$ cat config.mk
export PLATFORM = sky130hd
export DESIGN_NAME = hybrid_bridge_top
export DESIGN_NICKNAME = d
export VERILOG_FILES = /design/src/design/hbridge_pkg.sv /design/src/design/axil_ctrl_regs.sv /design/src/design/adc_capture.sv /design/src/design/surface_law.sv /design/src/design/startup_seq.sv /design/src/design/dead_time_gen.sv /design/src/design/bridge_guard.sv /design/src/design/hybrid_bridge_top.sv
export SDC_FILE = /design/constraint.sdc
export NUM_CORES = 2
export LEC_CHECK = 0
export ABC_AREA = 1
export BUFFER_PORTS_ARGS = -buffer_cell sky130_fd_sc_hd__clkbuf_2
export CORE_MARGIN = 2
export CORE_UTILIZATION = 25
export DETAILED_ROUTE_END_ITERATION = 10
export GPL_TIMING_DRIVEN = 1
export SYNTH_ARGS = -nofsm -noshare
export SYNTH_HDL_FRONTEND = slang
export SYNTH_SLANG_ARGS = --single-unit
$ cat constraint.sdc
create_clock -name ADA_DCO -period 7.4 [get_ports ADA_DCO]
set_input_delay 0.37 -clock ADA_DCO [delete_from_list [all_inputs] [get_ports ADA_DCO]]
set_output_delay 0.37 -clock ADA_DCO [all_outputs]
set_load 0.02 [all_outputs]
$ cat src/design/hbridge_pkg.sv
/*
  shared types and constants for the resonant-tank H-bridge core
  gate bit order {M4, M3, M2, M1}, leg 1 = M1/M3, leg 2 = M2/M4
  CTRL register: bit 0 enable, bits 2:1 mode
  STATUS register: bit 0 fault, bits 2:1 phase, write bit 0 = fault clear
*/
package hbridge_pkg;

   // ==============================
   // widths and value types
   // ==============================
   localparam int GATE_N = 4;                 // four MOSFETs

   typedef logic signed [13:0] adc_t;         // tank sample
   typedef logic signed [29:0] surf_t;        // vc*cos - ic*sin
   typedef logic signed [15:0] coef_t;        // Q1.14
   typedef logic        [3:0]  angle_t;       // k * pi/16
   typedef logic        [15:0] band_t;        // zero band half width
   typedef logic        [7:0]  dt_t;          // dead time, clock cycles
   typedef logic [GATE_N-1:0]  gate_t;
   typedef logic        [4:0]  axi_addr_t;
   typedef logic        [31:0] axi_data_t;
   typedef logic        [4:0]  seq_cnt_t;     // start-up phase counter

   typedef enum logic [1:0] {
      SIG_ZERO = 2'b00,
      SIG_POS  = 2'b01,
      SIG_NEG  = 2'b11                        // two's complement -1
   } sigma_e;

   typedef enum logic [1:0] {
      MODE_OFF   = 2'd0,
      MODE_THETA = 2'd1,                      // two-level, theta only
      MODE_MIXED = 2'd2,                      // three-level with zero band
      MODE_RSVD  = 2'd3
   } mode_e;

   typedef enum logic [1:0] {
      PH_IDLE   = 2'd0,
      PH_BOOT   = 2'd1,
      PH_PRECHG = 2'd2,
      PH_RUN    = 2'd3
   } phase_e;

   typedef struct packed {
      logic   enable;
      mode_e  mode;
      angle_t theta;
      band_t  band;
      dt_t    deadtime;
      logic   fault_clr_pulse;                // one cycle wide
   } ctrl_cfg_s;

   // ==============================
   // start-up and gate patterns
   // ==============================
   localparam seq_cnt_t BOOT_CYCLES   = 5'd12;
   localparam seq_cnt_t PRECHG_CYCLES = 5'd18;

   localparam gate_t GATE_POS  = 4'b1001;     // M1 + M4
   localparam gate_t GATE_NEG  = 4'b0110;     // M2 + M3
   localparam gate_t GATE_ZERO = 4'b1100;     // both low sides
   localparam gate_t GATE_BOOT = 4'b1100;     // bootstrap charge
   localparam gate_t GATE_OFF  = 4'b0000;

   // ==============================
   // register map
   // ==============================
   localparam axi_addr_t REG_CTRL   = 5'h00;
   localparam axi_addr_t REG_THETA  = 5'h04;
   localparam axi_addr_t REG_BAND   = 5'h08;
   localparam axi_addr_t REG_DEAD   = 5'h0C;
   localparam axi_addr_t REG_STATUS = 5'h10;

   localparam logic [1:0] AXI_OKAY = 2'b00;

   localparam angle_t THETA_RST = 4'd8;       // pi/2
   localparam band_t  BAND_RST  = 16'd0;
   localparam dt_t    DEAD_RST  = 8'd5;

endpackage

$ cat src/design/axil_ctrl_regs.sv
/*
  AXI4-Lite slave, one outstanding write and one outstanding read
  AW and W are taken together, never apart
  unmapped addresses answer OKAY, read as 0, ignore writes
*/
`timescale 1ns/1ps

module axil_ctrl_regs (
   input  logic                   i_clk,
   input  logic                   i_rst,
   input  hbridge_pkg::axi_addr_t i_awaddr,
   input  logic                   i_awvalid,
   output logic                   o_awready,
   input  hbridge_pkg::axi_data_t i_wdata,
   input  logic                   i_wvalid,
   output logic                   o_wready,
   output logic [1:0]             o_bresp,
   output logic                   o_bvalid,
   input  logic                   i_bready,
   input  hbridge_pkg::axi_addr_t i_araddr,
   input  logic                   i_arvalid,
   output logic                   o_arready,
   output hbridge_pkg::axi_data_t o_rdata,
   output logic [1:0]             o_rresp,
   output logic                   o_rvalid,
   input  logic                   i_rready,
   input  hbridge_pkg::phase_e    i_phase,
   input  logic                   i_fault,
   output hbridge_pkg::ctrl_cfg_s o_cfg
);
   import hbridge_pkg::*;

   ctrl_cfg_s cfg_q;
   axi_data_t rd_mux;
   logic      wr_fire;
   logic      rd_fire;

   assign wr_fire = o_awready & i_awvalid & o_wready & i_wvalid;
   assign rd_fire = o_arready & i_arvalid;
   assign o_bresp = AXI_OKAY;                 // no error responses
   assign o_rresp = AXI_OKAY;
   assign o_cfg   = cfg_q;

   // ==============================
   // write path
   // ==============================
   always_ff @(posedge i_clk) begin
      if (i_rst) begin
         o_awready <= 1'b0;
         o_wready  <= 1'b0;
         o_bvalid  <= 1'b0;
      end else begin
         // readies pulse once both channels wait and no response is pending
         o_awready <= i_awvalid & i_wvalid & ~o_awready & ~o_bvalid;
         o_wready  <= i_awvalid & i_wvalid & ~o_awready & ~o_bvalid;
         if (wr_fire)
            o_bvalid <= 1'b1;
         else if (i_bready)
            o_bvalid <= 1'b0;                 // held until taken
      end
   end

   always_ff @(posedge i_clk) begin
      if (i_rst) begin
         cfg_q.enable          <= 1'b0;
         cfg_q.mode            <= MODE_OFF;
         cfg_q.theta           <= THETA_RST;
         cfg_q.band            <= BAND_RST;
         cfg_q.deadtime        <= DEAD_RST;
         cfg_q.fault_clr_pulse <= 1'b0;
      end else begin
         cfg_q.fault_clr_pulse <= 1'b0;       // default, pulse only
         if (wr_fire) begin
            case (i_awaddr)
               REG_CTRL: begin
                  cfg_q.enable <= i_wdata[0];
                  cfg_q.mode   <= mode_e'(i_wdata[2:1]);
               end
               REG_THETA:  cfg_q.theta           <= i_wdata[3:0];
               REG_BAND:   cfg_q.band            <= i_wdata[15:0];
               REG_DEAD:   cfg_q.deadtime        <= i_wdata[7:0];
               REG_STATUS: cfg_q.fault_clr_pulse <= i_wdata[0];
               default: ;                     // unmapped, dropped
            endcase
         end
      end
   end

   // ==============================
   // read path
   // ==============================
   always_comb begin
      case (i_araddr)
         REG_CTRL:   rd_mux = {29'd0, cfg_q.mode, cfg_q.enable};
         REG_THETA:  rd_mux = {28'd0, cfg_q.theta};
         REG_BAND:   rd_mux = {16'd0, cfg_q.band};
         REG_DEAD:   rd_mux = {24'd0, cfg_q.deadtime};
         REG_STATUS: rd_mux = {29'd0, i_phase, i_fault};
         default:    rd_mux = '0;
      endcase
   end

   always_ff @(posedge i_clk) begin
      if (i_rst) begin
         o_arready <= 1'b0;
         o_rvalid  <= 1'b0;
      end else begin
         o_arready <= i_arvalid & ~o_arready & ~o_rvalid;
         if (rd_fire)
            o_rvalid <= 1'b1;
         else if (i_rready)
            o_rvalid <= 1'b0;
      end
   end

   always_ff @(posedge i_clk) begin
      if (rd_fire)
         o_rdata <= rd_mux;                   // stable while rvalid waits
   end

endmodule

$ cat src/design/adc_capture.sv
/*
  tank sample capture, both channels on the one ADC clock
  samples are negated, the board senses with inverted polarity
  full-scale negative input wraps to itself
*/
`timescale 1ns/1ps

module adc_capture (
   input  logic              i_clk,
   input  logic              i_rst,
   input  hbridge_pkg::adc_t i_ada_data,
   input  hbridge_pkg::adc_t i_adb_data,
   input  logic              i_ada_or,
   input  logic              i_adb_or,
   output hbridge_pkg::adc_t o_vc,
   output hbridge_pkg::adc_t o_ic,
   output logic              o_over_range
);

   always_ff @(posedge i_clk) begin
      o_vc <= -i_ada_data;                    // capacitor voltage
      o_ic <= -i_adb_data;                    // inductor current
   end

   always_ff @(posedge i_clk) begin
      if (i_rst)
         o_over_range <= 1'b0;
      else
         o_over_range <= i_ada_or | i_adb_or; // either channel clipped
   end

endmodule

$ cat src/design/surface_law.sv
/*
  switching surface law, two register stages
  stage 1 forms vc*cos(theta) - ic*sin(theta), table in Q1.14
  stage 2 picks sigma and its gate pattern from the mode
  mode and band are taken as quasi-static
*/
`timescale 1ns/1ps

module surface_law (
   input  logic                i_clk,
   input  logic                i_rst,
   input  hbridge_pkg::adc_t   i_vc,
   input  hbridge_pkg::adc_t   i_ic,
   input  hbridge_pkg::angle_t i_theta,
   input  hbridge_pkg::band_t  i_band,
   input  hbridge_pkg::mode_e  i_mode,
   output hbridge_pkg::gate_t  o_gate,
   output hbridge_pkg::sigma_e o_sigma
);
   import hbridge_pkg::*;

   logic [31:0]        cs_pair;               // {cos, sin}
   coef_t              cos_c;
   coef_t              sin_c;
   surf_t              surf_q;
   logic signed [15:0] surf_hi;               // surface >>> 14
   logic        [15:0] surf_mag;
   sigma_e             sig_d;

   // cos/sin of k*pi/16, scaled by 2^14
   always_comb begin
      case (i_theta)
         4'd0:    cs_pair = {16'sd16384, 16'sd0};
         4'd1:    cs_pair = {16'sd16069, 16'sd3196};
         4'd2:    cs_pair = {16'sd15137, 16'sd6270};
         4'd3:    cs_pair = {16'sd13623, 16'sd9102};
         4'd4:    cs_pair = {16'sd11585, 16'sd11585};
         4'd5:    cs_pair = {16'sd9102, 16'sd13623};
         4'd6:    cs_pair = {16'sd6270, 16'sd15137};
         4'd7:    cs_pair = {16'sd3196, 16'sd16069};
         4'd8:    cs_pair = {16'sd0, 16'sd16384};
         4'd9:    cs_pair = {-16'sd3196, 16'sd16069};
         4'd10:   cs_pair = {-16'sd6270, 16'sd15137};
         4'd11:   cs_pair = {-16'sd9102, 16'sd13623};
         4'd12:   cs_pair = {-16'sd11585, 16'sd11585};
         4'd13:   cs_pair = {-16'sd13623, 16'sd9102};
         4'd14:   cs_pair = {-16'sd15137, 16'sd6270};
         default: cs_pair = {-16'sd16069, 16'sd3196};
      endcase
   end

   assign cos_c = cs_pair[31:16];
   assign sin_c = cs_pair[15:0];

   // ==============================
   // stage 1 products
   // ==============================
   always_ff @(posedge i_clk) begin
      surf_q <= i_vc * cos_c - i_ic * sin_c;  // |result| < 2^28
   end

   // ==============================
   // stage 2 decision
   // ==============================
   assign surf_hi  = surf_q[29:14];
   assign surf_mag = surf_hi[15] ? -surf_hi : surf_hi;

   always_comb begin
      sig_d = (surf_q > 0) ? SIG_POS : SIG_NEG;
      if (i_mode == MODE_MIXED && surf_mag <= i_band)
         sig_d = SIG_ZERO;                    // inside the band
      if (i_mode == MODE_OFF || i_mode == MODE_RSVD)
         sig_d = SIG_ZERO;
   end

   always_ff @(posedge i_clk) begin
      if (i_rst) begin
         o_sigma <= SIG_ZERO;
         o_gate  <= GATE_OFF;
      end else begin
         o_sigma <= sig_d;
         if (i_mode == MODE_OFF || i_mode == MODE_RSVD)
            o_gate <= GATE_OFF;               // all devices off
         else begin
            case (sig_d)
               SIG_POS: o_gate <= GATE_POS;
               SIG_NEG: o_gate <= GATE_NEG;
               default: o_gate <= GATE_ZERO;
            endcase
         end
      end
   end

endmodule

$ cat src/design/startup_seq.sv
/*
  start-up phases: bootstrap charge, tank pre-charge, run
  registered output, one cycle behind the request
  dropping enable returns to idle with all gates off
*/
`timescale 1ns/1ps

module startup_seq (
   input  logic                i_clk,
   input  logic                i_rst,
   input  logic                i_enable,
   input  hbridge_pkg::gate_t  i_law_gate,
   output hbridge_pkg::gate_t  o_req_gate,
   output hbridge_pkg::phase_e o_phase
);
   import hbridge_pkg::*;

   seq_cnt_t cnt;                             // cycles spent in phase

   always_ff @(posedge i_clk) begin
      if (i_rst || !i_enable) begin
         o_phase    <= PH_IDLE;
         o_req_gate <= GATE_OFF;
         cnt        <= '0;
      end else begin
         case (o_phase)
            PH_IDLE: begin
               o_phase    <= PH_BOOT;
               o_req_gate <= GATE_BOOT;       // low sides on
               cnt        <= 5'd1;
            end
            PH_BOOT: begin
               if (cnt == BOOT_CYCLES) begin
                  o_phase    <= PH_PRECHG;
                  o_req_gate <= GATE_POS;     // sigma forced to +1
                  cnt        <= 5'd1;
               end else begin
                  o_req_gate <= GATE_BOOT;
                  cnt        <= cnt + 5'd1;
               end
            end
            PH_PRECHG: begin
               if (cnt == PRECHG_CYCLES) begin
                  o_phase    <= PH_RUN;
                  o_req_gate <= i_law_gate;   // hand over to the law
               end else begin
                  o_req_gate <= GATE_POS;
                  cnt        <= cnt + 5'd1;
               end
            end
            default: o_req_gate <= i_law_gate;
         endcase
      end
   end

endmodule

$ cat src/design/dead_time_gen.sv
/*
  rising-edge delay per gate
  a rising request shows after deadtime+1 cycles held high
  a falling request shows after one cycle
  a request dropped early restarts its count
*/
`timescale 1ns/1ps

module dead_time_gen (
   input  logic               i_clk,
   input  logic               i_rst,
   input  hbridge_pkg::gate_t i_req_gate,
   input  hbridge_pkg::dt_t   i_deadtime,
   output hbridge_pkg::gate_t o_gate
);
   import hbridge_pkg::*;

   dt_t cnt [GATE_N];                         // one counter per device

   always_ff @(posedge i_clk) begin
      if (i_rst) begin
         o_gate <= GATE_OFF;
         for (int g = 0; g < GATE_N; g++)
            cnt[g] <= '0;
      end else begin
         for (int g = 0; g < GATE_N; g++) begin
            if (!i_req_gate[g]) begin
               o_gate[g] <= 1'b0;             // turn-off passes at once
               cnt[g]    <= '0;
            end else if (!o_gate[g]) begin
               if (cnt[g] == i_deadtime)
                  o_gate[g] <= 1'b1;          // delay elapsed
               else
                  cnt[g] <= cnt[g] + 8'd1;
            end
         end
      end
   end

endmodule

$ cat src/design/bridge_guard.sv
/*
  sticky fault latch and final gate mask
  over-range wins over a clear arriving in the same cycle
  gates drop on the same edge the fault sets
*/
`timescale 1ns/1ps

module bridge_guard (
   input  logic               i_clk,
   input  logic               i_rst,
   input  hbridge_pkg::gate_t i_gate,
   input  logic               i_over_range,
   input  logic               i_fault_clr,
   output hbridge_pkg::gate_t o_gate,
   output logic               o_fault
);
   import hbridge_pkg::*;

   logic fault_d;

   always_comb begin
      fault_d = o_fault;
      if (i_over_range)
         fault_d = 1'b1;
      else if (i_fault_clr)
         fault_d = 1'b0;                      // software clear
   end

   always_ff @(posedge i_clk) begin
      if (i_rst) begin
         o_fault <= 1'b0;
         o_gate  <= GATE_OFF;
      end else begin
         o_fault <= fault_d;
         o_gate  <= fault_d ? GATE_OFF : i_gate;
      end
   end

endmodule

$ cat src/design/hybrid_bridge_top.sv
/*
  H-bridge control core, everything on ADA_DCO
  both ADCs must be synchronous to ADA_DCO
  sample to gate is a fixed pipeline plus the dead time
*/
`timescale 1ns/1ps

module hybrid_bridge_top (
   input  logic                   ADA_DCO,
   input  logic                   i_rst,
   input  hbridge_pkg::adc_t      i_ada_data,
   input  hbridge_pkg::adc_t      i_adb_data,
   input  logic                   i_ada_or,
   input  logic                   i_adb_or,
   input  hbridge_pkg::axi_addr_t i_awaddr,
   input  logic                   i_awvalid,
   output logic                   o_awready,
   input  hbridge_pkg::axi_data_t i_wdata,
   input  logic                   i_wvalid,
   output logic                   o_wready,
   output logic [1:0]             o_bresp,
   output logic                   o_bvalid,
   input  logic                   i_bready,
   input  hbridge_pkg::axi_addr_t i_araddr,
   input  logic                   i_arvalid,
   output logic                   o_arready,
   output hbridge_pkg::axi_data_t o_rdata,
   output logic [1:0]             o_rresp,
   output logic                   o_rvalid,
   input  logic                   i_rready,
   output hbridge_pkg::gate_t     o_gate,
   output logic                   o_fault
);
   import hbridge_pkg::*;

   ctrl_cfg_s cfg;
   adc_t      vc;
   adc_t      ic;
   logic      over_range;
   gate_t     law_gate;
   gate_t     req_gate;
   gate_t     dt_gate;
   phase_e    phase;

   // ==============================
   // pipeline
   // ==============================
   adc_capture u_adc (
      .i_clk(ADA_DCO), .i_rst(i_rst),
      .i_ada_data(i_ada_data), .i_adb_data(i_adb_data),
      .i_ada_or(i_ada_or), .i_adb_or(i_adb_or),
      .o_vc(vc), .o_ic(ic), .o_over_range(over_range)
   );

   surface_law u_law (
      .i_clk(ADA_DCO), .i_rst(i_rst),
      .i_vc(vc), .i_ic(ic),
      .i_theta(cfg.theta), .i_band(cfg.band), .i_mode(cfg.mode),
      .o_gate(law_gate),
      .o_sigma()                              // probe only, not used downstream
   );

   startup_seq u_seq (
      .i_clk(ADA_DCO), .i_rst(i_rst),
      .i_enable(cfg.enable), .i_law_gate(law_gate),
      .o_req_gate(req_gate), .o_phase(phase)
   );

   dead_time_gen u_dt (
      .i_clk(ADA_DCO), .i_rst(i_rst),
      .i_req_gate(req_gate), .i_deadtime(cfg.deadtime),
      .o_gate(dt_gate)
   );

   bridge_guard u_guard (
      .i_clk(ADA_DCO), .i_rst(i_rst),
      .i_gate(dt_gate), .i_over_range(over_range),
      .i_fault_clr(cfg.fault_clr_pulse),
      .o_gate(o_gate), .o_fault(o_fault)
   );

   // ==============================
   // register file
   // ==============================
   axil_ctrl_regs u_regs (
      .i_clk(ADA_DCO), .i_rst(i_rst),
      .i_awaddr(i_awaddr), .i_awvalid(i_awvalid), .o_awready(o_awready),
      .i_wdata(i_wdata), .i_wvalid(i_wvalid), .o_wready(o_wready),
      .o_bresp(o_bresp), .o_bvalid(o_bvalid), .i_bready(i_bready),
      .i_araddr(i_araddr), .i_arvalid(i_arvalid), .o_arready(o_arready),
      .o_rdata(o_rdata), .o_rresp(o_rresp), .o_rvalid(o_rvalid),
      .i_rready(i_rready),
      .i_phase(phase), .i_fault(o_fault),
      .o_cfg(cfg)
   );

endmodule

==> impl_results.md <==
* Final clock skew at roughly 0.016 ns
* Pwr/cell area at ~190 nW/um^2
* Post-Syn Area at 25,800 sq um
* First-pass GRT wire length at 104,000 microns
* Ys Warns at 0
* TritonCTS buffer count at 17
* DRT iter0 DRCs at between 1k and 1.5k
* Worst Reg-to-Reg Cells at 24
* Vias per cell at 4.12
* Clock transition at path regs at 0.08 ns
* Antenna violations before repair at 0
* EDFF count, synth at 48
* Area leader, netlist: fa_1
* Die area at around 110,000 sq um
* Leakage at 15.4 nW
* Hold Fails Final Rpt at 0
* GR Overflow Total at 0
* NumNets Final at about 4k
* Largest net degree at the start of global routing at 43
* Distinct cells, synth at 51
* Maximum clock rate at approximately 0.15 GHz
* First drt pass iteration count at 5
* Gpl congestion at 0.883
* Avg Synthesized Cell Area at 8.05 sq um
* Critical path capture point type: flop
* Slowest CP cell: dfxtp_1
* Core Region at 102,000 sq um
* Die Span X at 325 microns
* Die height at 325 microns
* Register bit total from synthesis at 198
* Area delta synth->final at 9.96%
* Worst Hold Class: input port to flop
* Share of layout cells above drive strength 1 at 0.0587
* Status: complete, no violations
* Worst-Margin Slew at slightly above 0.8 ns
* Post-layout min period at 6.76 ns
* CP max FO at 8
* Clk_lat worst skew at 0.51 ns
* Tcrit/Tclk final at 0.914
* CTS tree: yes
* Antenna Diode Count at 0
* Commonest cells in the netlist: 918 x inv_1, 723 x nand2_1, 431 x fa_1
* Sequential share of the synthesized area at 0.172
* IO Pins at 125
* Setup TNS at 0 ns
* Startpoint Class: flop
* Initial Util at 0.253
* Cells after synthesis at 3,208
* Worst EP arrival at approximately 7.2 ns
* Detail Placement HPWL at 54,500 microns
* Max transition margin at 0.447
* Worst hold stages at 1
* Max rail drop VDD at 0.211 mV
* Crit path required time at just under 8 ns
* Core Util, Final at 0.278
* Setup violations, final at 0
* Post-DRT Antenna Nets at 0
* Crit path cell chain: buf_4 > nand2_1 > fa_1 > inv_1 > fa_1 > inv_1 > fa_1 > inv_1 > fa_1 > fa_1 > fa_1 > fa_1 > inv_1 > fa_1 > inv_1 > ha_1 > nand2_1 > nor2_1 > inv_1 > nor2_1 > and3_1 > nand2_1 > nand4_1 > nand2_1
* Maximum clock insertion buffer count at 2
* Most frequently used flop master after synthesis: dfxtp_1
* Routed wire length at 63,900 microns
* Post-CTS Resized at 0
* # Post-CTS Setup Buffers at 0
* GRT Total Usage at 0.126
* Vias in the first global route at 19.7k
* Post-synthesis async set-or-reset flop share at 0
* Clk sinks at 198
* CP Class: flop to flop
* Max-cap violations at 0
* Num rows at 117
* Residual DRC at 0
* Crit path largest cell delay at 0.72 ns
* Fin. max-slew vios at 0
* Root Driver: clkbuf_16
* Top cell type's share of synthesized area at 0.334
* Routed len/inst at 13.8 microns
* Crit path top cell by count: fa_1
* Hold_buf cts at 0
* Most frequent cell after synthesis: inv_1
* Vias at 19.1k
* H-tree Lvls at 4
* Unrepaired setup endpoints after global routing: no
* PortBufs at 88
* Top cells by area, synth: fa_1 33%, inv_1 13%, dfxtp_1 12%, nand2_1 11%, ha_1 9.5%
## flip-flops by register name, summed over array words and instances (netlist names), 2 cells and up
register	cells
u_adc.o_vc	14
u_seq.cnt	5
u_law.cs_pair	31
u_dt.o_gate	4
u_law.surf_q	30
u_adc.o_ic	14
u_guard.o_gate	4
u_seq.o_req_gate	4
u_seq.o_phase	2
u_dt.cnt	32
u_law.o_gate	4
u_regs.o_cfg	32
u_regs.o_rdata	16
## placed cells by master, fill, tap and decap left out, types with 60 or more instances in the layout
cell type and instances:
nand3_1 75, ha_1 195, xor2_1 60, nor2_1 169, dfxtp_1 150, a21oi_1 76, nand2_1 723, inv_1 918
clkbuf_2 88, fa_1 431
## path summary, 6_finish.rpt
check / startpoint / end / slack (ns)
worst min register to register: u_law.o_gate[1] / u_seq.o_req_gate[1] / 0.41
worst max register to register: u_law.cs_pair[22] / u_law.surf_q[28] / 0.64
worst min-delay path: i_adb_data[0] / u_adc.o_ic[0] / 0.03
worst max-delay path: u_law.cs_pair[22] / u_law.surf_q[28] / 0.64
## area by class of cell
class	count	area, sq um
inverter	923	3470
clock inverter	15	186
clock buffer	17	425
sequential	198	4440
tap	1368	1710
multi-input combinational	1992	17400
timing repair buffer	126	726
fill	11000	73700
## power breakdown
| part | internal (mW) | switching [mW] |
|---|---|---|
| registers | 1.22 | 0.0814 |
| clock network | 0.465 | 0.535 |
| logic | 1.17 | 2.04 |
## worst max-delay path: cells and delay by family, from the launching register on
family,cells,cell delay [ns]
adder cells (fa/ha/maj),9,4.44
AND/OR/NAND/NOR,8,0.94
flip-flops,1,0.72
buffers and inverters,7,0.58
## per-layer routing
layer  up-vias  GRT usage  wire (microns)
li1       9336          -               -
met1      9300      0.155           27000
met2       419      0.223           32000
met3        73     0.0211            3570
met4         0     0.0374            1360
met5         -          0               0
## cell families (layout without fill, tap and decap cells)
| kind of cell | count (synthesis) | after routing | share of synthesized area |
|---|---|---|---|
| AO/OA/AOI/OAI | 171 | 171 | 0.0366 |
| other | 1 | 20 | 0.000145 |
| flip-flops | 198 | 198 | 0.172 |
| adder cells (fa/ha/maj) | 626 | 626 | 0.429 |
| XOR/XNOR | 107 | 107 | 0.0363 |
| AND/OR/NAND/NOR | 1068 | 1068 | 0.170 |
| buffers and inverters | 1037 | 1081 | 0.156 |
## stage by stage
step / hold WS [ns] / cell area [sq um] / power [mW] / cells / worst slack, ns
2_1_floorplan: 0.398 / 25900 / 3.51 / 3227 / 0.948
3_5_place_dp: 0.408 / 27800 / 4.47 / 4607 / 0.679
4_1_cts: 0.00716 / 28400 / 5.48 / 4639 / 0.663
6_report: 0.0292 / 28400 / 5.51 / 4639 / 0.638
5_1_grt: 0.0222 / 28400 / 6.00 / 4639 / 0.322
3_3_place_gp: 0.408 / 27800 / 4.45 / 4607 / 0.691
No activity file was read; power rests on OpenSTA's default activity.
